File: config.mk
export PLATFORM = sky130hd
export DESIGN_NAME = tlb_array
export DESIGN_NICKNAME = d
export VERILOG_FILES = /design/src/rtl/tlb_pkg.sv /design/src/rtl/tlb_array.sv
export VERILOG_INCLUDE_DIRS = /design/src /design/src/include
export SDC_FILE = /design/constraint.sdc
export NUM_CORES = 2
export LEC_CHECK = 0
export BUFFER_PORTS_ARGS = -buffer_cell sky130_fd_sc_hd__buf_4
export CORE_AREA = 4 4 545 547
export CTS_BUF_LIST = sky130_fd_sc_hd__clkbuf_16
export CTS_CLUSTER_DIAMETER = 60
export CTS_CLUSTER_SIZE = 20
export DETAILED_ROUTE_END_ITERATION = 8
export DIE_AREA = 0 0 549 551
export PLACE_DENSITY = 0.41
export SLEW_MARGIN = 20
export SYNTH_ARGS = -nofsm -noshare
export SYNTH_HDL_FRONTEND = slang
export SYNTH_SLANG_ARGS = --single-unit
export TNS_END_PERCENT = 5
File: constraint.sdc
create_clock -name aclk -period 1.7 [get_ports aclk]
set_input_delay 0.085 -clock aclk [delete_from_list [all_inputs] [get_ports aclk]]
set_output_delay 0.085 -clock aclk [all_outputs]
set_load 0.01 [all_outputs]
File: src/include/mmu_settings.svh
`ifndef MMU_SETTINGS_SVH
`define MMU_SETTINGS_SVH

// joint tlb geometry
`define TLB_ENTRIES 16
`define TLB_IDX_W   4

// address fields
`define VPN2_W      19
`define PFN_W       20
`define ASID_W      8
`define PAGE_OFS_W  12

`endif

File: src/rtl/tlb_pkg.sv
`include "mmu_settings.svh"

package tlb_pkg;

    // one page of the even/odd pair
    typedef struct packed {
        logic [`PFN_W-1:0] pfn;
        logic [2:0]        c;    // cache attribute
        logic              d;
        logic              v;
    } tlb_lo_t;

    typedef struct packed {
        logic [`VPN2_W-1:0] vpn2;
        logic [`ASID_W-1:0] asid;
        logic               g;
        tlb_lo_t            lo0;
        tlb_lo_t            lo1;
    } tlb_entry_t;

    typedef tlb_entry_t [`TLB_ENTRIES-1:0] tlb_entry_array_t;

    typedef struct packed {
        logic                                 valid;
        logic [`VPN2_W+`PAGE_OFS_W:0]         vaddr;
    } xlat_req_t;

    typedef struct packed {
        logic                          valid;
        logic                          hit;
        logic [`TLB_IDX_W-1:0]         idx;
        logic                          v;
        logic                          d;
        logic [2:0]                    c;
        logic [`PFN_W+`PAGE_OFS_W-1:0] paddr;
    } xlat_resp_t;

endpackage

File: src/rtl/tlb_array.sv
`include "mmu_settings.svh"

module tlb_array (
    input  logic                      aclk,
    input  logic                      rst,
    input  logic                      we,
    input  logic [`TLB_IDX_W-1:0]     w_idx,
    input  tlb_pkg::tlb_entry_t       w_entry,
    input  logic [`TLB_IDX_W-1:0]     r_idx,
    output tlb_pkg::tlb_entry_t       r_entry,
    output tlb_pkg::tlb_entry_array_t entries
);
    import tlb_pkg::*;

    tlb_entry_array_t mem_q;

    // one entry per cycle from tlbwi/tlbwr
    always_ff @(posedge aclk) begin
        if (rst) begin
            mem_q <= '0;
        end else if (we) begin
            mem_q[w_idx] <= w_entry;
        end
    end

    assign r_entry = mem_q[r_idx];   // tlbr path
    assign entries = mem_q;          // flat copy for the matchers

endmodule

==> results.yml <==
global_routing:
  grt_max_degree: 91
  antenna_found_initial: 44
  grt_pass1_vias: 61900
  globalRouteOverflowTotal: 0
  grt.total_usage_pct: 27.3
  grt_pass1_wl_mm: 577
floorplanning:
  io_pins: 1415
  fp.dieArea_um2: 302000
  start_util_pct: 19.3
  die_w_um: 549
  chipHeight_um: 551
  num_rows: 199
  coreArea_um2: 293000
yosys:
  synth_fp_nets: 6609
  synthMostInstantiatedCell: "nand3_1"
  avgSynthCellArea_um2: 8.65
  synth-seq-cells: 1248
  synth-async-reset-ratio_pct: 0
  yosys.area.top_type: "dfxtp_1"
  yosysUniqueCellTypes: 24
  synth-edff-count: 0
  syn-instance-count: 6520
  yosysSeqAreaShare_pct: 44.3
  synth-main-ff-cell: "dfxtp_1"
  mappedNetlistArea_um2: 56400
  netlist.area_leader.share_pct: 44.3
  synth_area_leaders: "dfxtp_1 44%, mux4_2 12%, nand3_1 11%, a21oi_1 11%, o21ai_0 9.3%"
  yosysWarnings: 0
  yosys-top-cells-count: "1250 x nand3_1, 1248 x a21oi_1, 1248 x dfxtp_1, 1046 x o21ai_0, 649 x clkbuf_1"
pwr:
  power.switching_mw: 22.6
  power-per-cell-area_nw_per_um2: 871
  p_clk_share_pct: 47.1
  seqPwrFrac_pct: 40.3
  peakVddDrop_mv: 0.669
  p_int_mw: 51.7
  leakagePower_nw: 31.8
  power_frac_comb_pct: 12.6
  swShare_pct: 30.4
drt:
  antenna_left: 0
  first_pass_iters: 6
  vias: 65600
  wl_per_cell_um: 35.8
  drt-initial-drc-count: 8552
  wl_mm: 436
  viasPerCell: 5.39
  route.detailed.drc: 0
sta:
  min_period_ps: 2640
  hold_viol_final: 0
  relSlewSlack_pct: 61.8
  fin_skew_ps: 0
  worst_slack_ps: -935
  hold_ws_ps: 78.0
  drv_slew: 0
  worstMarginPinSlew_ps: 573
  timing.fmax_mhz: 379
  rsz0062_at_grt: "yes"
  min_period_over_period_pct: 155
  setup-violations-final: 79
cts:
  clkLatencyLatePin_ps: 810
  clk_pin_slew_ps: 70
  cts_tree: "built"
  h-tree-depth: 4
  cts_made_buffers: 150
  clock_path_buffers: 4
  clock-sinks: 1248
  cts-root-buf: "clkbuf_16"
layout:
  fin_area_um2: 85400
  fin_nets: 8207
  final_cell_count_no_fill: 12200
  final_util_pct: 29.2
  drive_gt1_share_pct: 38.8
  area_growth_syn_to_layout_pct: 51.4
  num-fill-cells: 31000
  largest_reg_flops: 1248
outcome:
  status: "finished with violations"
  violations: "negative setup slack"
hold_path:
  hold_path.class: "in2reg"
critical_path:
  crit_path_start_kind: "flip-flop"
  critPathKind: "reg2out"
  crit_path_end_kind: "output port"
  worst-path-max-fanout: 3
  crit_arrival_ps: 2550
  critPathRequiredTime_ps: 1620
place:
  dp_hpwl_mm: 331
  place_inst: 11800
  postPlaceCellArea_um2: 77600
  portBuffers: 1414
  routabilityCongestion: 0.933
  pre_cts_ws_ps: -921
job:
  cap_violations: 0
[cell usage in the layout (no fill, tap or decap), types with 154 or more instances in the layout]
cell type  count
a21oi_1     1248
buf_12       235
o21ai_1      202
buf_4       1945
clkbuf_16    154
dfxtp_1     1085
mux4_2       312
dfxtp_2      154
o21ai_0     1046
nand3_1     1248
[metrics by stage]
stage	power (mW)	TNS, ps
3_3_place_gp	39.5	-30710
6_report	74.4	-52940
5_1_grt	76.1	-58300
3_5_place_dp	39.5	-31430
4_1_cts	74.7	-62260
2_1_floorplan	34.2	0
[area by class of cell]
type | instances | area [µm²] | area share [%]
antenna | 21 | 52.6 | 0.0616
clock buffer | 153 | 3830 | 4.49
clock inverter | 119 | 1340 | 1.57
multi-input combinational | 4318 | 28300 | 33.2
sequential | 1248 | 25200 | 29.5
tap | 3919 | 4900 | 5.74
timing repair buffer | 2400 | 21700 | 25.4
[what timing repair did]
| item | in CTS | in global routing |
|---|---|---|
| setup endpoints to repair | 113 | 135 |
| hold endpoints to repair | 1248 | 0 |
| gates cloned | 0 | 1 |
| hold buffers | 97 | 0 |
| buffers inserted | 7 | 5 |
| pin swaps | 61 | 10 |
| resized for setup | 423 | 69 |
[cell families (layout without fill, tap and decap cells)]
kind of cell / Yosys count / count (layout) / share of synthesized area, %
compound gates: 2652 / 2652 / 24.2
simple gates: 1354 / 1354 / 11.9
flops: 1248 / 1248 / 44.3
buf+inv: 954 / 2672 / 7.04
mux: 312 / 312 / 12.5
other cells: 0 / 21 / 0
[layer usage]
layer,part of all wire (%),track usage [%],vias to the layer above
li1,-,-,27300
met5,0.017,0,-
met4,5.5,12.9,10
met3,12,9.60,682
met2,41,39.0,4309
met1,41,36.4,33300
[critical path, stage by stage, from the launching register on]
cell	delay [ps]
dfxtp_2	330
mux4_2	460
a22oi_2	500
buf_4	220
nand2_4	60
buf_6	120
[power by group through the flow]
stage / sequential, mW / clock [mW] / combinational [mW]
global route: 30.0 / 36.5 / 9.62
finish: 30.0 / 35.0 / 9.33
detailed placement: 30.7 / 0 / 8.86
global placement: 30.7 / 0 / 8.83
floorplan: 30.7 / 0 / 3.51
CTS: 30.0 / 35.5 / 9.20
[path summary, 6_finish.rpt]
kind | from | endpoint | slack [ps] | cells past startpoint
min | w_idx[1] | entries[733]$_SDFFE_PP0P_ | 80 | 5
min reg2reg | entries[284]$_SDFFE_PP0P_ | entries[284]$_SDFFE_PP0P_ | 490 | 2
max reg2reg | entries[644]$_SDFFE_PP0P_ | entries[644]$_SDFFE_PP0P_ | 280 | 3
max | entries[155]$_SDFFE_PP0P_ | r_entry[77] | -940 | 5
(Power assumes the default switching activity.)
