<file path="config.mk">
export PLATFORM = sky130hd
export DESIGN_NAME = tlb_lookup
export DESIGN_NICKNAME = d
export VERILOG_FILES = /design/src/rtl/tlb_pkg.sv /design/src/rtl/tlb_lookup.sv
export VERILOG_INCLUDE_DIRS = /design/src /design/src/include
export SDC_FILE = /design/constraint.sdc
export NUM_CORES = 1
export LEC_CHECK = 0
export ABC_CLOCK_PERIOD_IN_PS = 3600
export BUFFER_PORTS_ARGS = -buffer_cell sky130_fd_sc_hd__clkbuf_2
export CAP_MARGIN = 10
export CORE_AREA = 2 2 520 522
export DETAILED_ROUTE_END_ITERATION = 12
export DIE_AREA = 0 0 522 524
export SLEW_MARGIN = 0
export SYNTH_ARGS = -nofsm -noshare
export SYNTH_HDL_FRONTEND = slang
export SYNTH_SLANG_ARGS = --single-unit
</file>
<file path="constraint.sdc">
create_clock -name aclk -period 3.6 [get_ports aclk]
set_clock_uncertainty 0.2 [all_clocks]
set_input_delay 0.36 -clock aclk [delete_from_list [all_inputs] [get_ports aclk]]
set_output_delay 0.36 -clock aclk [all_outputs]
set_load 0.01 [all_outputs]
</file>
<file path="src/include/mmu_settings.svh">
`ifndef MMU_SETTINGS_SVH
`define MMU_SETTINGS_SVH

// joint tlb geometry
`define TLB_ENTRIES 16
`define TLB_IDX_W   4

// address fields
`define VPN2_W      19
`define PFN_W       20
`define ASID_W      8
`define PAGE_OFS_W  12

`endif

</file>
<file path="src/rtl/tlb_pkg.sv">
`include "mmu_settings.svh"

package tlb_pkg;

    // one page of the even/odd pair
    typedef struct packed {
        logic [`PFN_W-1:0] pfn;
        logic [2:0]        c;    // cache attribute
        logic              d;
        logic              v;
    } tlb_lo_t;

    typedef struct packed {
        logic [`VPN2_W-1:0] vpn2;
        logic [`ASID_W-1:0] asid;
        logic               g;
        tlb_lo_t            lo0;
        tlb_lo_t            lo1;
    } tlb_entry_t;

    typedef tlb_entry_t [`TLB_ENTRIES-1:0] tlb_entry_array_t;

    typedef struct packed {
        logic                                 valid;
        logic [`VPN2_W+`PAGE_OFS_W:0]         vaddr;
    } xlat_req_t;

    typedef struct packed {
        logic                          valid;
        logic                          hit;
        logic [`TLB_IDX_W-1:0]         idx;
        logic                          v;
        logic                          d;
        logic [2:0]                    c;
        logic [`PFN_W+`PAGE_OFS_W-1:0] paddr;
    } xlat_resp_t;

endpackage

</file>
<file path="src/rtl/tlb_lookup.sv">
`include "mmu_settings.svh"

module tlb_lookup (
    input  logic                      aclk,
    input  logic                      rst,
    input  tlb_pkg::tlb_entry_array_t entries,
    input  logic [`ASID_W-1:0]        asid,
    input  tlb_pkg::xlat_req_t        req,
    output tlb_pkg::xlat_resp_t       resp
);
    import tlb_pkg::*;

    logic [`TLB_ENTRIES-1:0] match;
    logic                    hit;
    logic [`TLB_IDX_W-1:0]   hit_idx;
    tlb_entry_t              hit_entry;
    tlb_lo_t                 page;
    xlat_resp_t              resp_d;

    always_comb begin
        for (int i = 0; i < `TLB_ENTRIES; i++) begin
            match[i] = (entries[i].vpn2 == req.vaddr[`VPN2_W+`PAGE_OFS_W -: `VPN2_W]) &&
                       (entries[i].g || (entries[i].asid == asid));
        end
    end

    // scan downwards so the lowest matching index is the last one kept
    always_comb begin
        hit_idx = '0;
        for (int i = `TLB_ENTRIES - 1; i >= 0; i--) begin
            if (match[i]) begin
                hit_idx = i[`TLB_IDX_W-1:0];
            end
        end
    end

    assign hit       = |match;
    assign hit_entry = entries[hit_idx];
    assign page      = req.vaddr[`PAGE_OFS_W] ? hit_entry.lo1 : hit_entry.lo0;  // odd page

    always_comb begin
        resp_d       = '0;
        resp_d.valid = req.valid;
        if (req.valid && hit) begin
            resp_d.hit   = 1'b1;
            resp_d.idx   = hit_idx;
            resp_d.v     = page.v;
            resp_d.d     = page.d;
            resp_d.c     = page.c;
            resp_d.paddr = {page.pfn, req.vaddr[`PAGE_OFS_W-1:0]};
        end
    end

    always_ff @(posedge aclk) begin
        if (rst) begin
            resp <= '0;
        end else begin
            resp <= resp_d;
        end
    end

endmodule

</file>
==> Flow_metrics.wiki, run 1 <==
{| class="wikitable"
! Metric !! Value
|-
| Outcome || complete, but fails checks
|-
| Failing checks || setup timing
|-
| Data arrival, critical path || around 4700 ps
|-
| Slowest library cell on the worst path || o41ai_4
|-
| Number of unique standard cell types used by synthesis || 53
|-
| Inserted Clock Buffers || 5
|-
| IO Port Bufs || between 1k and 1.5k
|-
| Number of clock sinks || 43
|-
| Std-Cell Core Area || roughly 270000 um^2
|-
| Synthesized cell area || 13700 um^2
|-
| Signed area change from the synthesized netlist to the final layout || 139%
|-
| Routed length per placed instance || roughly 34 um
|-
| Die boundary height || between 500 and 600 um
|-
| Cell Pwr Density || 111 nW/um^2
|-
| Maximum resistive drop on vdd || 0.206 mV
|-
| Setup TNS || -22610 ps
|-
| Number of nets produced by synthesis || around 3.2k
|-
| Final Worst Setup Slack || -993 ps
|-
| Endpoint kind of the worst setup timing path || flip-flop
|-
| Flip-flop count of the largest register after layout || 43
|-
| Number of synthesized flops with an enable pin || 0
|-
| Maximum frequency from static timing analysis || roughly 0.22 GHz
|-
| Data required time of the worst path || about 3700 ps
|-
| Leading cell type in the layout, fill and taps excluded || clkbuf_2
|-
| Commonest cells after routing, fill and taps aside || clkbuf_2 (1325), buf_4 (419), nand2_1 (378)
|-
| Share of the synthesized area in the top cell type || 24.6%
|-
| Syn_area_per_cell || a little over 7 um^2
|-
| RSZ-0062 raised after global routing || true
|-
| Via count of the first global-routing pass || 24.6k
|-
| CTS Root Buffer Type || clkbuf_16
|-
| Fin crit share || 128%
|-
| Largest net degree at the start of global routing || 61
|-
| Number of remaining DRC errors || 0
|-
| Non-Filler Instances || 7355
|-
| Static Leakage || between 10 and 15 nW
|-
| Overall die width || 522 um
|-
| Number of nets with antenna violations after routing || 0
|-
| Sequential element share of the synthesized area || 6.29%
|-
| Setup Viol. Count Final || 36
|-
| Total Routed Length || about 250 mm
|-
| Row cnt || 190
|-
| Largest register by flop count || resp
|-
| Top flop regs || resp x43
|-
| Final count of pins violating max slew || 0
|-
| Post-synth ARST share || 0%
|-
| Fill cells || ~31k
|-
| Library cell with the largest summed area after synthesis || xor2_1
|-
| Final layout net count || about 5k
|-
| H-tree level count || 2
|-
| Crit start category || primary input
|-
| Placed cell count || between 7k and 8k
|-
| Synthesized instance count || just under 2k
|-
| Share of final-layout standard cells stronger than drive strength 1 || between 50% and 60%
|-
| Overall via count from detail_route || ~25k
|-
| Starting density of the core || between 5 and 6%
|-
| Wire length of the first global-routing pass || about 290 mm
|-
| Worst rel slew slack || roughly 54%
|-
| Clock tree from TritonCTS || done
|-
| Synthesized flop and latch total || between 40 and 50
|-
| Critical path's largest stage delay || between 500 and 600 ps
|-
| Number of maximum-capacitance constraint violations || 0
|-
| Number of warnings reported in the yosys synthesis log || 0
|-
| Min-Delay Startpoint || entries[1140]
|-
| Area after DPL || 28900 um^2
|-
| Gr usage total || between 10% and 20%
|-
| Number of antenna violations at the first check in global routing || approximately 250
|-
| Time the final worst path needs with I/O delays and setup || about 4600 ps
|-
| Clock-pin transition on the worst setup and hold timing paths || ~120 ps
|-
| I/O pin count || around 1.3k
|-
| Largest driver fanout on the critical path || 8
|-
| Predominant post-synthesis flop cell || dfxtp_1
|-
| Cells taking the most area after synthesis || xor2_1 (25%), mux2i_1 (13%), nand2_1 (11%), dfxtp_1 (6.3%), nor4_1 (4.7%)
|-
| First-iteration detailed-routing DRC count || about 1.8k
|-
| Worst slew pin tran || approximately 690 ps
|-
| Kind of path behind the tightest hold check || in -> reg
|-
| Total gr overflow || 0
|-
| DRT Pass-1 Iters || 5
|-
| Kind of critical path || in -> reg
|-
| Placer's final routability congestion estimate || a little over 0.9
|-
| Half-perimeter wire length after placement || 221 mm
|-
| Worst setup path startpoint || req[25]
|-
| Clock tree buffer depth || 2
|-
| Total non-filler cell area in the finished layout || between 30000 and 40000 um^2
|-
| Dominant cell type by count on the critical path || buf_4
|-
| Die area || around 270000 um^2
|-
| Via/cell ratio || 3.38
|-
| Hold Fails Final Rpt || 0
|-
| Critical Path, Cell by Cell || buf_4, buf_12, xnor2_1, nand3_1, or3_4, a211o_4, a211o_4, buf_4, buf_12, buf_4, nand2_1, and3_1, a311oi_2, o41ai_4, buf_4, a31oi_1
|}
worst max-delay path: cells and delay by family:
family          cells  cell delay (ps)
compound gates      5             1440
xor+xnor            1              540
buf+inv             6             1080
simple gates        4             1210
cell families after synthesis:
logic type	synth area share (%)
AND/OR/NAND/NOR	25.0
XOR/XNOR	27.6
AO/OA/AOI/OAI	19.4
buffers and inverters	8.72
multiplexers	13.0
flip-flops	6.29
cells in the mapped netlist, types with 11 or more instances:
library cell	n
nand2_1	390
buf_4	32
a21oi_1	18
o41ai_1	24
nand4_1	13
mux2i_1	175
xor2_1	384
a311o_1	24
xnor2_1	48
a31oi_1	48
and3_1	74
a21o_1	27
and2_1	17
buf_2	47
nand3_1	91
inv_1	27
clkbuf_1	76
dfxtp_1	43
a311oi_1	27
buf_1	11
a221oi_1	72
o22ai_1	48
buf_6	24
o31ai_1	24
nor4_1	102
worst paths after layout:
kind	to	cells past startpoint	slack (ps)
setup / recovery	resp[32]	16	-990
hold / removal	resp[30]	5	160
final cells by class:
type | instances | area [um^2] | share of cell area [%]
flip-flops and latches | 43 | 861 | 2.63
repair buffers | 1952 | 13400 | 40.9
inverters | 27 | 106 | 0.325
well taps | 3552 | 4440 | 13.6
clock inverters | 3 | 23.8 | 0.0726
clock buffers | 5 | 125 | 0.382
diodes | 101 | 253 | 0.772
multi-input cells | 1672 | 13500 | 41.3
layer usage:
metal / global-route usage (%) / routed length [um] / vias up / share of wire (%)
met3: 7.01 / 26600 / 590 / 11
met2: 30.2 / 121000 / 1893 / 49
met1: 17.7 / 87000 / 11600 / 35
li1: - / - / 10700 / -
met4: 8.38 / 13900 / 150 / 5.6
met5: 0 / 1030 / - / 0.41
metrics by stage:
| stage | util (%) | total power [mW] | worst slack (ps) | hold slack (ps) |
|---|---|---|---|---|
| 2_1_floorplan | - | 1.15 | -108 | 282 |
| 3_3_place_gp | 10.8 | 2.79 | -3060 | 364 |
| 3_5_place_dp | 10.8 | 2.77 | -2360 | 364 |
| 4_1_cts | 11.7 | 3.69 | -1020 | 120 |
| 5_1_grt | 12.2 | 3.84 | -1020 | 169 |
| 6_report | 12.2 | 3.63 | -993 | 157 |
where the power goes:
part / switching (mW) / internal, mW
Clock: 0.429 / 0.267
Sequential: 0.000146 / 0.476
Combinational: 1.28 / 1.18
repair_timing:
| item | in CTS | in global routing |
|---|---|---|
| gates cloned | 3 | 8 |
| setup buffers | 78 | 42 |
| resized for setup | 241 | 175 |
| hold buffers | 12 | 0 |
| setup endpoints to repair | 41 | 40 |
| pin swaps | 55 | 59 |
| hold endpoints to repair | 12 | 0 |
Note: power is estimated with default switching activity, not from simulation.
==> run 2: changes to the inputs <==
Settings changed: PLACE_DENSITY set to 0.31.
==> Flow_metrics.wiki, run 2 (synthesized netlist as in run 1, its figures left out) <==
{| class="wikitable"
! Metric !! Value
|-
| Starting density of the core || approximately 5.1%
|-
| Post-route total power || 3.54 mW
|-
| Total Routed Length || 222 mm
|-
| Internal || between 1.5 and 2 mW
|-
| Final Worst Setup Slack || -908 ps
|-
| Worst setup path startpoint || req[22]
|-
| Sequential cell fraction of total power || a little over an eighth
|-
| RSZ-0062 raised after global routing || true
|-
| Die boundary height || approximately 520 um
|-
| Largest register by flop count || resp
|-
| Total non-filler cell area in the finished layout || approximately 34000 um^2
|-
| Largest net degree at the start of global routing || 42
|-
| Inserted Clock Buffers || 5
|-
| Number of remaining DRC errors || 0
|-
| DRT Pass-1 Iters || 5
|-
| Routed length per placed instance || approximately 30 um
|-
| Part of the total power dissipated in combinational logic || between 70% and 80%
|-
| Dominant cell type by count on the critical path || buf_12
|-
| Maximum resistive drop on vdd || 0.157 mV
|-
| Hold Fails Final Rpt || 0
|-
| Clock-pin transition on the worst setup and hold timing paths || roughly 90 ps
|-
| Kind of critical path || in -> reg
|-
| Largest driver fanout on the critical path || 7
|-
| Gr usage total || between 15 and 20%
|-
| Overall via count from detail_route || around 23k
|-
| Kind of path behind the tightest hold check || in -> reg
|-
| Static Leakage || approximately 15 nW
|-
| Outcome || complete, but fails checks
|-
| Slowest library cell on the worst path || nand4_1
|-
| Crit start category || primary input
|-
| Critical Path, Cell by Cell || buf_12, buf_12, buf_6, buf_8, xor2_2, nor4_2, nand4_1, nor3_4, buf_6, nand2b_4, a211o_4, buf_12, nand3_4, buf_12, buf_4, buf_4, o22ai_1, o31ai_2, buf_4, o41ai_4, buf_6, a31oi_4
|-
| Number of antenna violations at the first check in global routing || 179
|-
| Worst slew pin tran || 1130 ps
|-
| Signed area change from the synthesized netlist to the final layout || 149%
|-
| Via/cell ratio || about 3.2
|-
| Top flop regs || resp x43
|-
| Endpoint kind of the worst setup timing path || flip-flop
|-
| Half-perimeter wire length after placement || between 150 and 200 mm
|-
| Area of combinational cells with multiple inputs || ~15000 um^2
|-
| Total gr overflow || 0
|-
| Clock tree buffer depth || 2
|-
| Sw Ratio || 44.8%
|-
| Fill cells || about 31k
|-
| Share of the core filled with cells || 12.8%
|-
| CTS Root Buffer Type || clkbuf_16
|-
| Time the final worst path needs with I/O delays and setup || 4510 ps
|-
| Fin crit share || 125%
|-
| Share of final-layout standard cells stronger than drive strength 1 || 62.3%
|-
| Placer's final routability congestion estimate || 0.885
|-
| Area after DPL || 27900 um^2
|-
| Final count of pins violating max slew || 0
|-
| Data required time of the worst path || 3600 ps
|-
| Overall die width || between 500 and 600 um
|-
| Setup Viol. Count Final || 25
|-
| Min-Delay Startpoint || req[32]
|-
| Cell Pwr Density || between 100 and 150 nW/um^2
|-
| Wire length of the first global-routing pass || approximately 270 mm
|-
| Data arrival, critical path || about 4500 ps
|-
| Failing checks || setup timing
|-
| I/O pin count || between 1k and 1.5k
|-
| Commonest cells after routing, fill and taps aside || clkbuf_2 (1315), nand2_1 (372), xor2_1 (361)
|-
| Number of maximum-capacitance constraint violations || 0
|-
| Storage cell area || approximately 860 um^2
|-
| Number of clock sinks || 43
|-
| Critical path's largest stage delay || 400 ps
|-
| IO Port Bufs || about 1.3k
|-
| Clock tree from TritonCTS || done
|-
| Relative contribution of the clock network to total power || between 15 and 20%
|-
| First-iteration detailed-routing DRC count || between 1k and 1.5k
|-
| Maximum frequency from static timing analysis || about 0.22 GHz
|-
| H-tree level count || 2
|-
| Flip-flop count of the largest register after layout || 43
|-
| Std-Cell Core Area || roughly 270000 um^2
|-
| Net switching power || between 1.5 and 2 mW
|-
| Via count of the first global-routing pass || roughly 25k
|-
| Worst rel slew slack || between 20% and 30%
|-
| Number of nets with antenna violations after routing || 0
|-
| Leading cell type in the layout, fill and taps excluded || clkbuf_2
|-
| Final layout net count || 4958
|-
| Row cnt || between 150 and 200
|-
| Die area || roughly 270000 um^2
|}
[run 2: cell types whose count changed in the layout (fill, tap and decap cells not counted), sizes merged]
cell,before,now
dlygate4sd3,12,11
inv,27,26
buf,605,571
diode,101,44
clkinvlp,2,1
clkinv,1,2
clkbuf,1339,1341
[run 2: critical path: cells and delay by family]
family,cells,cell delay [ps]
AND/OR/NAND/NOR,5,1240
XOR/XNOR,1,170
buffers and inverters,11,1740
AO/OA/AOI/OAI,5,930
[run 2: power by group through the flow]
stage | combinational, mW | sequential [mW] | clock [mW]
2_1_floorplan | 0.664 | 0.487 | 0
3_3_place_gp | 2.20 | 0.487 | 0
3_5_place_dp | 2.18 | 0.487 | 0
4_1_cts | 2.41 | 0.476 | 0.651
5_1_grt | 2.64 | 0.476 | 0.651
6_report | 2.48 | 0.476 | 0.588
[run 2: worst paths after layout]
path	to	slack, ps	cells after the start
min	resp[40]	70	3
max	resp[30]	-910	22
[run 2: metal layers]
layer	global-route usage [%]	part of all wire [%]
met4	4.22	3.3
met3	5.19	8.2
met1	15.6	35
met5	0	0.35
met2	29.4	53
[run 2: what timing repair did]
item / 4_1_cts / 5_1_grt
endpoints found under the hold margin: 11 / 0
hold buffers: 11 / 0
gates resized for setup: 507 / 231
cloned: 16 / 8
pin swaps: 88 / 112
buffers inserted: 106 / 60
setup endpoints to repair: 42 / 33
[run 2: per-stage QoR]
step	TNS, ps	setup slack, ps	std cells	hold WS (ps)
2_1_floorplan	-2160	-108	1933	282
3_3_place_gp	-81800	-2870	7043	359
3_5_place_dp	-80630	-2830	7043	364
4_1_cts	-24090	-1060	7176	49.4
5_1_grt	-22770	-987	7243	60.8
6_report	-21110	-908	7264	71.9
[run 2: final cells by class]
cell class	instances	area share, %
Antenna cell	44	0.323
Clock buffer	6	0.407
Tap cell	3552	13.0
Inverter	27	0.334
Clock inverter	2	0.0477
Multi-Input combinational cell	1672	43.7
Sequential cell	43	2.52
Timing Repair Buffer	1918	39.7
