==> config.mk <==
export PLATFORM = sky130hd
export DESIGN_NAME = cp0_tlb_regs
export DESIGN_NICKNAME = d
export VERILOG_FILES = /design/src/rtl/cp0_pkg.sv /design/src/rtl/tlb_pkg.sv /design/src/rtl/cp0_tlb_regs.sv
export VERILOG_INCLUDE_DIRS = /design/src /design/src/include
export SDC_FILE = /design/constraint.sdc
export NUM_CORES = 1
export LEC_CHECK = 0
export BUFFER_PORTS_ARGS = -buffer_cell sky130_fd_sc_hd__buf_2
export CAP_MARGIN = 20
export CELL_PAD_IN_SITES_DETAIL_PLACEMENT = 0
export CELL_PAD_IN_SITES_GLOBAL_PLACEMENT = 1
export CORE_UTILIZATION = 34
export CTS_CLUSTER_SIZE = 16
export DETAILED_ROUTE_END_ITERATION = 10
export PLACE_DENSITY_LB_ADDON = 0.1
export REMOVE_ABC_BUFFERS = 1
export SKIP_CTS_REPAIR_TIMING = 1
export SLEW_MARGIN = 20
export SYNTH_ARGS = -nofsm -noshare
export SYNTH_HDL_FRONTEND = slang
export SYNTH_SLANG_ARGS = --single-unit
export TNS_END_PERCENT = 5
==> constraint.sdc <==
create_clock -name aclk -period 2.65 [get_ports aclk]
set_input_delay 0.1325 -clock aclk [delete_from_list [all_inputs] [get_ports aclk]]
set_output_delay 0.1325 -clock aclk [all_outputs]
set_load 0.05 [all_outputs]
==> src/include/mmu_settings.svh <==
`ifndef MMU_SETTINGS_SVH
`define MMU_SETTINGS_SVH

// joint tlb geometry
`define TLB_ENTRIES 16
`define TLB_IDX_W   4

// address fields
`define VPN2_W      19
`define PFN_W       20
`define ASID_W      8
`define PAGE_OFS_W  12

`endif

==> src/rtl/cp0_pkg.sv <==
`include "mmu_settings.svh"

package cp0_pkg;

    typedef enum logic [2:0] {
        sel_index    = 3'd0,
        sel_random   = 3'd1,
        sel_entrylo0 = 3'd2,
        sel_entrylo1 = 3'd3,
        sel_entryhi  = 3'd4
    } cp0_sel_e;

    typedef enum logic [2:0] {
        op_nop   = 3'd0,
        op_mtc0  = 3'd1,
        op_mfc0  = 3'd2,
        op_tlbp  = 3'd3,
        op_tlbr  = 3'd4,
        op_tlbwi = 3'd5,
        op_tlbwr = 3'd6
    } tlb_op_e;

    typedef struct packed {
        logic [`VPN2_W-1:0] vpn2;
        logic [4:0]         zero;
        logic [`ASID_W-1:0] asid;
    } cp0_hi_t;

    typedef struct packed {
        logic [5:0]        zero;
        logic [`PFN_W-1:0] pfn;
        logic [2:0]        c;
        logic              d;
        logic              v;
        logic              g;
    } cp0_lo_t;

    // same 32 bits, decoded by the register it targets
    typedef union packed {
        cp0_hi_t hi;
        cp0_lo_t lo;
    } cp0_word_u;

    typedef struct packed {
        tlb_op_e   op;
        cp0_sel_e  sel;
        cp0_word_u data;
    } cp0_req_t;

    typedef struct packed {
        logic      valid;
        cp0_word_u data;
    } cp0_resp_t;

endpackage

==> src/rtl/tlb_pkg.sv <==
`include "mmu_settings.svh"

package tlb_pkg;

    // one page of the even/odd pair
    typedef struct packed {
        logic [`PFN_W-1:0] pfn;
        logic [2:0]        c;    // cache attribute
        logic              d;
        logic              v;
    } tlb_lo_t;

    typedef struct packed {
        logic [`VPN2_W-1:0] vpn2;
        logic [`ASID_W-1:0] asid;
        logic               g;
        tlb_lo_t            lo0;
        tlb_lo_t            lo1;
    } tlb_entry_t;

    typedef tlb_entry_t [`TLB_ENTRIES-1:0] tlb_entry_array_t;

    typedef struct packed {
        logic                                 valid;
        logic [`VPN2_W+`PAGE_OFS_W:0]         vaddr;
    } xlat_req_t;

    typedef struct packed {
        logic                          valid;
        logic                          hit;
        logic [`TLB_IDX_W-1:0]         idx;
        logic                          v;
        logic                          d;
        logic [2:0]                    c;
        logic [`PFN_W+`PAGE_OFS_W-1:0] paddr;
    } xlat_resp_t;

endpackage

==> src/rtl/cp0_tlb_regs.sv <==
`include "mmu_settings.svh"

module cp0_tlb_regs (
    input  logic                    aclk,
    input  logic                    rst,
    input  cp0_pkg::cp0_req_t       req,
    output cp0_pkg::cp0_resp_t      resp,
    output logic [`ASID_W-1:0]      asid,
    output tlb_pkg::xlat_req_t      probe_req,
    input  tlb_pkg::xlat_resp_t     probe_resp,
    output logic                    tlb_we,
    output logic [`TLB_IDX_W-1:0]   tlb_w_idx,
    output tlb_pkg::tlb_entry_t     tlb_w_entry,
    output logic [`TLB_IDX_W-1:0]   tlb_r_idx,
    input  tlb_pkg::tlb_entry_t     tlb_r_entry
);
    import tlb_pkg::*;
    import cp0_pkg::*;

    // EntryHi
    logic [`VPN2_W-1:0]    vpn2_q;
    logic [`ASID_W-1:0]    asid_q;
    // EntryLo0/1, each with its own g
    tlb_lo_t               lo0_q;
    tlb_lo_t               lo1_q;
    logic                  g0_q;
    logic                  g1_q;
    // Index: probe-fail bit and index
    logic                  index_p_q;
    logic [`TLB_IDX_W-1:0] index_q;
    logic [`TLB_IDX_W-1:0] random_q;

    tlb_lo_t               wr_lo;
    cp0_word_u             rd_word;
    logic                  rd_valid_q;
    cp0_word_u             rd_data_q;

    assign wr_lo = '{pfn: req.data.lo.pfn, c: req.data.lo.c, d: req.data.lo.d,
                     v: req.data.lo.v};

    always_ff @(posedge aclk) begin
        if (rst) begin
            vpn2_q    <= '0;
            asid_q    <= '0;
            lo0_q     <= '0;
            lo1_q     <= '0;
            g0_q      <= 1'b0;
            g1_q      <= 1'b0;
            index_p_q <= 1'b0;
            index_q   <= '0;
        end else begin
            if (probe_resp.valid) begin
                index_p_q <= ~probe_resp.hit;
                index_q   <= probe_resp.idx;   // zero on a miss
            end
            case (req.op)
                op_mtc0: begin
                    case (req.sel)
                        sel_index: begin
                            index_p_q <= 1'b0;
                            index_q   <= req.data[`TLB_IDX_W-1:0];
                        end
                        sel_entrylo0: begin
                            lo0_q <= wr_lo;
                            g0_q  <= req.data.lo.g;
                        end
                        sel_entrylo1: begin
                            lo1_q <= wr_lo;
                            g1_q  <= req.data.lo.g;
                        end
                        sel_entryhi: begin
                            vpn2_q <= req.data.hi.vpn2;
                            asid_q <= req.data.hi.asid;
                        end
                        default: ;   // random is read-only
                    endcase
                end
                op_tlbr: begin
                    vpn2_q <= tlb_r_entry.vpn2;
                    asid_q <= tlb_r_entry.asid;
                    lo0_q  <= tlb_r_entry.lo0;
                    lo1_q  <= tlb_r_entry.lo1;
                    g0_q   <= tlb_r_entry.g;
                    g1_q   <= tlb_r_entry.g;
                end
                default: ;
            endcase
        end
    end

    // free-running, wraps 0 -> 15
    always_ff @(posedge aclk) begin
        if (rst) begin
            random_q <= '1;
        end else begin
            random_q <= random_q - 1'b1;
        end
    end

    always_comb begin
        rd_word = '0;
        case (req.sel)
            sel_index: begin
                rd_word[31]               = index_p_q;
                rd_word[`TLB_IDX_W-1:0]   = index_q;
            end
            sel_random: rd_word[`TLB_IDX_W-1:0] = random_q;
            sel_entrylo0: begin
                rd_word.lo.pfn = lo0_q.pfn;
                rd_word.lo.c   = lo0_q.c;
                rd_word.lo.d   = lo0_q.d;
                rd_word.lo.v   = lo0_q.v;
                rd_word.lo.g   = g0_q;
            end
            sel_entrylo1: begin
                rd_word.lo.pfn = lo1_q.pfn;
                rd_word.lo.c   = lo1_q.c;
                rd_word.lo.d   = lo1_q.d;
                rd_word.lo.v   = lo1_q.v;
                rd_word.lo.g   = g1_q;
            end
            sel_entryhi: begin
                rd_word.hi.vpn2 = vpn2_q;
                rd_word.hi.asid = asid_q;
            end
            default: rd_word = '0;
        endcase
    end

    always_ff @(posedge aclk) begin
        if (rst) begin
            rd_valid_q <= 1'b0;
        end else begin
            rd_valid_q <= (req.op == op_mfc0);
        end
    end

    always_ff @(posedge aclk) begin
        rd_data_q <= rd_word;
    end

    assign resp.valid = rd_valid_q;
    assign resp.data  = rd_data_q;

    assign asid = asid_q;

    // probe address is EntryHi vpn2 on an even page, offset zero
    assign probe_req.valid = (req.op == op_tlbp);
    assign probe_req.vaddr = {vpn2_q, {(`PAGE_OFS_W + 1){1'b0}}};

    assign tlb_we      = (req.op == op_tlbwi) || (req.op == op_tlbwr);
    assign tlb_w_idx   = (req.op == op_tlbwr) ? random_q : index_q;
    assign tlb_w_entry = '{vpn2: vpn2_q, asid: asid_q, g: g0_q & g1_q,
                           lo0: lo0_q, lo1: lo1_q};
    assign tlb_r_idx   = index_q;

endmodule

==> results of run 1 <==
## per-stage QoR
stage / worst slack (ns) / hold slack (ns) / util / area, um^2
after floorplan: -2.00 / 0.199 / - / 5420
after global placement: 0.694 / 0.338 / 0.420 / 7250
after detailed placement: 0.655 / 0.341 / 0.420 / 7250
after CTS: 0.994 / -0.0923 / 0.454 / 7830
after global routing: 0.857 / 0.0426 / 0.455 / 7850
final: 0.994 / 0.0379 / 0.455 / 7850
## kinds of logic (layout without fill, tap and decap cells)
family,Yosys count,in the layout
AO/OA/AOI/OAI,272,272
XOR/XNOR,3,3
adder cells (fa/ha/maj),1,1
buffers and inverters,169,377
flip-flops,121,121
multiplexers,36,36
other,1,15
AND/OR/NAND/NOR,92,92
## registers in the layout, indices dropped and copies added (netlist names)
name	flops
tlb_w_entry	50
rd_data_q	32
vpn2_q	19
asid	8
random_q	4
tlb_r_idx	4
g0_q	1
g1_q	1
index_p_q	1
rd_valid_q	1
## worst min-delay path, cell delays in order
cell and delay, ns:
buf_2 0.11, nor2_1 0.10, a211oi_1 0.05
## cell usage after synthesis, types with 2 or more instances
master | n | area, um^2
and2_1 | 7 | 43.8
o21a_1 | 3 | 22.5
clkbuf_1 | 59 | 221
nor2b_1 | 3 | 18.8
o22ai_1 | 3 | 18.8
buf_2 | 4 | 20.0
mux2i_1 | 33 | 330
inv_1 | 57 | 214
xnor2_1 | 2 | 17.5
buf_6 | 4 | 45.0
nor4b_1 | 2 | 17.5
nand2b_1 | 7 | 43.8
o31ai_1 | 27 | 203
a211oi_1 | 34 | 255
dfxtp_1 | 121 | 2420
nor2_1 | 15 | 56.3
a21oi_1 | 79 | 395
nand2_1 | 21 | 78.8
buf_4 | 42 | 315
a221oi_1 | 30 | 263
o21ai_0 | 73 | 365
mux2_2 | 2 | 22.5
buf_1 | 3 | 11.3
a221oi_2 | 20 | 300
nor3_1 | 29 | 145
## worst paths after layout
path         depth (start not counted)                   start                 endpoint  slack (ns)
max                                  5                 req[37]             tlb_w_idx[3]        0.99
min                                  3                  req[0]  tlb_r_idx[0]$_SDFF_PP0_        0.04
max reg2reg                          3  random_q[2]$_SDFF_PP1_     rd_data_q[2]$_DFF_P_        1.60
min reg2reg                          1  random_q[0]$_SDFF_PP1_   random_q[0]$_SDFF_PP1_        0.45
## cells in the final DEF, fill, tap and decap left out, types with 3 or more instances in the layout
cell       synthesis  final
buf_2              4    269
dfxtp_1          121    121
a21oi_1           79     79
o21ai_0           73     73
inv_1             57     57
a211oi_1          34     34
mux2i_1           33     33
a221oi_1          30     30
nor3_1            29     29
o31ai_1           27     27
nand2_1           21     21
a221oi_2          20     20
buf_4             42     20
clkbuf_16          0     17
nor2_1            15     14
conb_1             1     13
and2_1             7      7
nand2b_1           7      5
o22ai_1            3      3
o21a_1             3      3
clkbuf_1          59      3
bufinv_16          0      3
clkinv_2           0      3
## power by group
| group | leakage (nW) | switching, mW | internal (mW) | total, mW |
|---|---|---|---|---|
| Clock | 0.286 | 0.818 | 1.51 | 2.33 |
| Combinational | 2.30 | 0.826 | 0.308 | 1.13 |
| Sequential | 0.989 | 0.0732 | 1.92 | 1.99 |
## cell type report
class                   instances  area, um^2  share of cell area
diodes                          2        5.00            0.000638
clock buffers                  22         464              0.0592
clock inverters                 8         121              0.0155
inverters                      57         214              0.0273
multi-input cells             417        2830               0.361
flip-flops and latches        121        2420               0.309
well taps                     225         282              0.0359
repair buffers                290        1510               0.192
## metal layers
metal	share of wire	wire, um
met1	0.42	9330
met2	0.50	11100
met3	0.060	1330
met4	0.015	323
met5	0	0
==> metrics, run 1 <==
I/O pin total=322; total design power=5.45 mW; status=complete, but fails checks; Max FO, Critical Path=15; headroom to the max-slew limit=0.379; residual DRC count=2; Synth Instances=695; Non-Filler Instances=1,142; grt ovf=0; Hold Path Class=in2reg; Post-synth EDFFs=0; clock skew=0.00688 ns; Clock Latency Late Sink=0.41 ns; Critical path buffers and inverters=2; row cnt=48; RSZ-0062 raised after global routing=no; slowest stage cell on the critical path=nor2b_4; maximum VDD drop=0.433 mV; asr flop ratio synth=0; cell mode on critical path=buf_2; Starting Density=0.348; drt wl/cell=19.4 um; Mapped Area=5990 um^2; reported max-cap violation count=0; dpl hpwl=14.4 mm; drt pass-1 iters=11; first-pass GRT wire length=32.9 mm; Max Slew Vio Count=0; final hold viol count=0; FILL cells=1,774; Total GRT Usage=0.240; pwr dens=695 nW/um^2; Leakage=3.57 nW; PortBufs=271; core area=17,200 um^2; Final min period=1.66 ns; setup TNS=0 ns; grt peak-use layer=met2; final setup fails=0; Antenna Violating Nets Remaining=0; layout cell share with drive strength beyond 1=0.379; CTS tree=done; CP cell instances=buf_2 -> nor2b_4 -> nand2_1 -> mux2_2 -> buf_2; Die W=135 um; fmax=0.604 GHz; failing checks=DRC; CP required=2.52 ns; delay-heaviest family, CP=simple AND/OR/NAND/NOR gates; mux cell area share after synthesis=0.0626; GRT met2 Usage=0.418; Die Y=135 um; Yosys reg bits=121; Top FF cell, synth=dfxtp_1; H-tree depth=4; Slew @ Worst Pin=0.931 ns; met3 GRT Util=0.0533; routed vias/inst=5.27; Nets=1,066; post-synth cell types=40; via count=6,021; Synth Area in XOR/XNOR=0.00439; DIE AREA=18,200 um^2; adder-cell share of the synthesized area=0.00209; Tcrit/Tclk final=0.625; warnings from Yosys=0; antenna violations before repair=2; Syn Area/Cell=8.62 um^2; worst stage delay on the critical path=0.41 ns; CP Class=in2out; largest net degree at the start of global routing=72; vias in the first global route=5,786; CP Data Arrival Time=1.52 ns; Compound-Gate Fraction of Synth Area=0.309; CTS Buffer Depth=2; Placed Cells=1,109; Root Buffer Master=clkbuf_16; gpl congestion=0.807; routed wire length=22.1 mm; element type at the critical path start=primary input; clock-pin slew on the worst setup and hold paths=0.05 ns; routing usage on met1=0.292; Critical Path Sink Type=output port; simple-gate share of the synthesized area=0.0785; area grow syn2layout=31.0%; TritonCTS Buffers=17; Iteration-0 DRC Markers=307; register area share after synthesis=0.404; clk sinks=121; largest family of logic cells by synthesized area=compound AO/OA/AOI/OAI gates
Note: power is estimated with default switching activity, not from simulation.
==> run 2, diff against run 1 <==
CORE_UTILIZATION = 29   (was 34)
clock period = 1.4 ns   (was 2.65 ns; I/O delays follow)
==> run 2 against run 1 <==
The flow finishes with violations (hold timing). Register-to-register slack worse by 1.3 ns. Setup slack lost 0.95 ns. Non-clock buffer count grew 39. Final area up 5.9%. Flip-flop and latch count did not move. Count of clock-buffer cells in the layout increased by 3. Routed wire length increased by 5.8%. Critical path type is now reg2out.
==> metrics, run 2 (synthesis gave the netlist of run 1 again) <==
status=complete, but fails checks; failing checks=hold timing; element type at the critical path start=flop; total design power=10.3 mW; Die W=146 um; worst stage delay on the critical path=0.37 ns; routed vias/inst=5.05; Worst Hold End=vpn2_q[8]$_SDFFE_PP0P_; Leakage=3.78 nW; CP required=1.33 ns; clock skew=0.00610 ns; via count=6,190; final core utilization=0.411; maximum VDD drop=0.686 mV; pwr dens=1240 nW/um^2; Die Y=146 um; reported max-cap violation count=0; min-delay src=tlb_r_entry[67]; most frequent cells in the layout=268 x buf_2, 121 x dfxtp_1, 79 x a21oi_1; first-pass GRT wire length=35.8 mm; ant diodes=0; grt ovf=0; routed wire length=23.4 mm; clk sinks=121; layout cell share with drive strength beyond 1=0.395; CTS tree=done; RSZ-0062 raised after global routing=yes; Setup WS post-layout=0.0395 ns; antenna violations before repair=0; Tcrit/Tclk final=0.972; I/O pin total=322; final setup fails=0; residual DRC count=0; Antenna Violating Nets Remaining=0; CP Class=reg2out; worst reg-to-reg path cell count=3; reg2reg end=rd_data_q[2]$_DFF_P_; Max Slew Vio Count=0; commonest non-fill, non-tap cell in the layout=buf_2; TritonCTS Buffers=17; Nets=1,105; Root Buffer Master=clkbuf_16; drt pass-1 iters=4; Iteration-0 DRC Markers=285; slowest stage cell on the critical path=dfxtp_1; PortBufs=271; vias in the first global route=6,241; final hold viol count=5; fmax=0.735 GHz; CTS Buffer Depth=2; Starting Density=0.296; area of the multi-input gates=2840 um^2; Final min period=1.36 ns; R2R Path Start=random_q[2]$_SDFF_PP1_; row cnt=52; Worst Hold Depth=3; clock-pin slew on the worst setup and hold paths=0.05 ns; FILL cells=2,094; dpl ws=-0.327 ns; Critical Path Sink Type=output port; DIE AREA=21,200 um^2; CP cell instances=inv_1 -> o21ai_0 -> buf_2; CP Data Arrival Time=1.29 ns; Worst R2R Setup Slack=0.35 ns; Max FO, Critical Path=3; dpl hpwl=16.3 mm; Reg area=2420 um^2; Clock Latency Late Sink=0.41 ns; Total GRT Usage=0.220; core area=20,200 um^2; area grow syn2layout=38.7%; Largest register FFs=50; Hold Path Class=in2reg; drt wl/cell=19.1 um; gpl congestion=0.784; H-tree depth=4; largest net degree at the start of global routing=54; WHS=-0.00910 ns
==> run 2: changes by cell type in the layout (fill, tap and decap cells not counted), moves of 2 or more <==
cell and delta:
diode_2 -2, buf_4 +20, dlygate4sd3_1 +11, clkbuf_8 +3, buf_12 +8, bufinv_16 -2
==> run 2: how the worst max path moves through the flow <==
stage	cells past startpoint	from	slack (ns)	endpoint
floorplan	3	req[35]	-3.13	tlb_w_idx[0]
global placement	5	req[32]	-0.28	tlb_w_entry[30]$_SDFFE_PP0P_
detailed placement	5	req[32]	-0.33	tlb_w_entry[27]$_SDFFE_PP0P_
CTS	3	random_q[0]$_SDFF_PP1_	-0.03	tlb_w_idx[0]
global route	3	random_q[1]$_SDFF_PP1_	-0.03	tlb_w_idx[1]
finish	3	random_q[1]$_SDFF_PP1_	0.04	tlb_w_idx[1]
==> run 2: where the power goes <==
part	leakage (nW)	total (mW)	switching (mW)	internal, mW
clock	0.279	4.25	1.59	2.67
sequential	0.989	3.77	0.143	3.63
combinational	2.51	2.28	1.60	0.683
total	3.78	10.3	3.33	6.97
==> run 2: layout make-up <==
class	count	area share
clock inverter	7	0.00783
timing repair buffer	329	0.233
tap	270	0.0406
clock buffer	25	0.0608
inverter	57	0.0257
multi-input combinational	417	0.341
sequential	121	0.291
==> run 2: stage by stage <==
stage                     cell area [um^2]  TNS (ns)  cells  hold slack (ns)
after global routing                  8310   -0.0323   1226          0.00333
after CTS                             8180   -0.0301   1214           -0.163
final                                 8310         0   1226         -0.00910
after detailed placement              7610    -12.37   1182            0.280
after global placement                7610    -10.28   1182            0.288
after floorplan                       5420   -180.51    595            0.136
==> run 2: layer usage <==
metal,vias up,GRT usage,share of wire
met2,253,0.367,0.48
met3,27,0.0467,0.060
li1,2950,-,-
met5,-,0,0
met4,0,0.0837,0.016
met1,2960,0.278,0.44
==> run 2: worst max-delay path, delay by kind of cell, from the launching register on <==
kind                   cells  cell delay [ns]
buffers and inverters      2             0.36
flip-flops                 1             0.37
AO/OA/AOI/OAI              1             0.15
==> run 3, diff against run 2 <==
--- a/config.mk
+++ b/config.mk
@@ -12,2 +12,3 @@
 export CELL_PAD_IN_SITES_GLOBAL_PLACEMENT = 1
+export CORE_MARGIN = 2
 export CORE_UTILIZATION = 29
==> constraint.sdc (replaced) <==
create_clock -name aclk -period 1.4 [get_ports aclk]
set_input_delay 0.42 -clock aclk [delete_from_list [all_inputs] [get_ports aclk]]
set_output_delay 0.42 -clock aclk [all_outputs]
set_load 0.05 [all_outputs]
==> run 3 against run 2 <==
The run ends with setup timing left. Utilization increased by 6.4 points. Largest cell class unchanged. Register-to-register slack improved by 0.03 ns. Count of clock-buffer cells in the layout decreased by 4. Largest power group unchanged. Global-route usage decreased by 0.060 points. Sequential share of layout area decreased by 2.7 points. Highest routed layer unchanged. Flip-flop and latch count unchanged. Total power increased by 6.7%. Clock power increased by 5.6%. Setup slack got worse by 0.38 ns. Hold slack improved by 0.25 ns.
==> metrics, run 3 (synthesis gave the netlist of run 1 again) <==
routed wire length=25.5 mm; commonest non-fill, non-tap cell in the layout=buf_2; Root Buffer Master=clkbuf_16; total design power=11.0 mW; row cnt=52; layout cell share with drive strength beyond 1=0.529; dpl ws=-0.609 ns; placed cell areas=7640 um^2; PortBufs=271; Starting Density=0.296; core area=20,200 um^2; CTS Buffer Depth=2; Antenna Violating Nets Remaining=0; Gate power share=0.242; clk sinks=121; Worst Hold Depth=2; gpl congestion=0.782; routed vias/inst=5.15; Largest register FFs=50; Net Sw Power=3.46 mW; Final min period=1.74 ns; drt wl/cell=20.8 um; RSZ-0062 raised after global routing=yes; switching share of total power=0.314; Setup WS post-layout=-0.342 ns; clock-pin slew on the worst setup and hold paths=0.05 ns; largest net degree at the start of global routing=49; final hold viol count=0; CP Data Arrival Time=1.32 ns; Leakage=4.04 nW; Tcrit/Tclk final=1.24; fmax=0.574 GHz; antenna violations before repair=0; TritonCTS Buffers=17; element type at the critical path start=primary input; CTS tree=done; dpl hpwl=16.7 mm; failing checks=setup timing; Die W=148 um; via count=6,317; Nets=1,107; worst reg-to-reg path cell count=3; Hold Path Class=in2reg; grt ovf=0; Clock Latency Late Sink=0.41 ns; most frequent cells in the layout=119 x buf_2, 116 x buf_6, 79 x a21oi_1; pwr dens=1140 nW/um^2; Seq pwr share=0.349; I/O pin total=322; residual DRC count=0; Max FO, Critical Path=5; Int Power=7.54 mW; final core utilization=0.475; DIE AREA=21,800 um^2; CP required=0.98 ns; Max Slew Vio Count=0; first-pass GRT wire length=36.7 mm; Critical Path Sink Type=output port; post-route cell area=9620 um^2; H-tree depth=4; Clock Power Share=0.409; Total GRT Usage=0.220; final setup fails=40; WHS=0.241 ns; clock skew=0.0103 ns; vias in the first global route=6,201; area grow syn2layout=60.5%; CP Class=in2out; maximum VDD drop=0.673 mV; drt pass-1 iters=6; Die Y=148 um; status=complete, but fails checks; reported max-cap violation count=0; Iteration-0 DRC Markers=243
## run 3: cell count changes in the layout (fill, tap and decap cells not counted), moves of 6 or more
cell,before,now
dfxtp_1,121,38
a221oi_2,20,37
buf_2,268,119
buf_4,40,52
buf_8,0,10
clkbuf_4,0,17
buf_6,1,116
o21ai_0,72,64
dfxtp_4,0,6
dlygate4sd3_1,12,0
buf_12,8,15
a221oi_1,30,13
o21ai_1,1,8
dfxtp_2,0,77
## run 3: worst paths after layout
check / slack, ns / start / endpoint
setup reg to reg: 0.38 / tlb_w_entry[1]$_SDFFE_PP0P_ / rd_data_q[2]$_DFF_P_
hold / removal: 0.24 / probe_resp[41] / index_p_q$_SDFF_PP0_
setup / recovery: -0.34 / req[35] / tlb_w_idx[3]
hold reg to reg: 0.48 / tlb_w_entry[19]$_SDFFE_PP0P_ / tlb_w_entry[19]$_SDFFE_PP0P_
## run 3: power by group through the flow
stage,combinational (mW),sequential [mW],clock (mW)
floorplan,0.676,4.53,0
global placement,2.26,3.84,0
detailed placement,2.28,3.85,0
CTS,2.28,3.77,4.57
global route,2.80,3.86,4.75
finish,2.66,3.84,4.49
## run 3: cell type report
type | instances | area [um^2]
multi-input combinational | 419 | 3060
fill | 1948 | 10600
tap | 270 | 338
clock buffer | 21 | 470
timing repair buffer | 329 | 2870
inverter | 57 | 214
antenna | 1 | 2.50
clock inverter | 9 | 123
sequential | 121 | 2540
## run 3: stage by stage
step	setup TNS, ns	instances
5_1_grt	-6.00	1226
3_3_place_gp	-48.79	1180
3_5_place_dp	-51.22	1180
6_report	-3.60	1227
2_1_floorplan	-219.22	595
4_1_cts	-21.01	1210
## run 3: critical path, cell delays in order
cell and delay, ns:
buf_8 0.10, buf_6 0.11, nor2b_4 0.13, nand2_4 0.09
mux2_4 0.31, buf_8 0.15
## run 3: layer usage
layer	GRT usage	wire, um	part of all wire
met5	0	0	0
met4	0.0683	351	0.014
met3	0.0432	1300	0.051
met2	0.353	12300	0.48
met1	0.298	11600	0.46
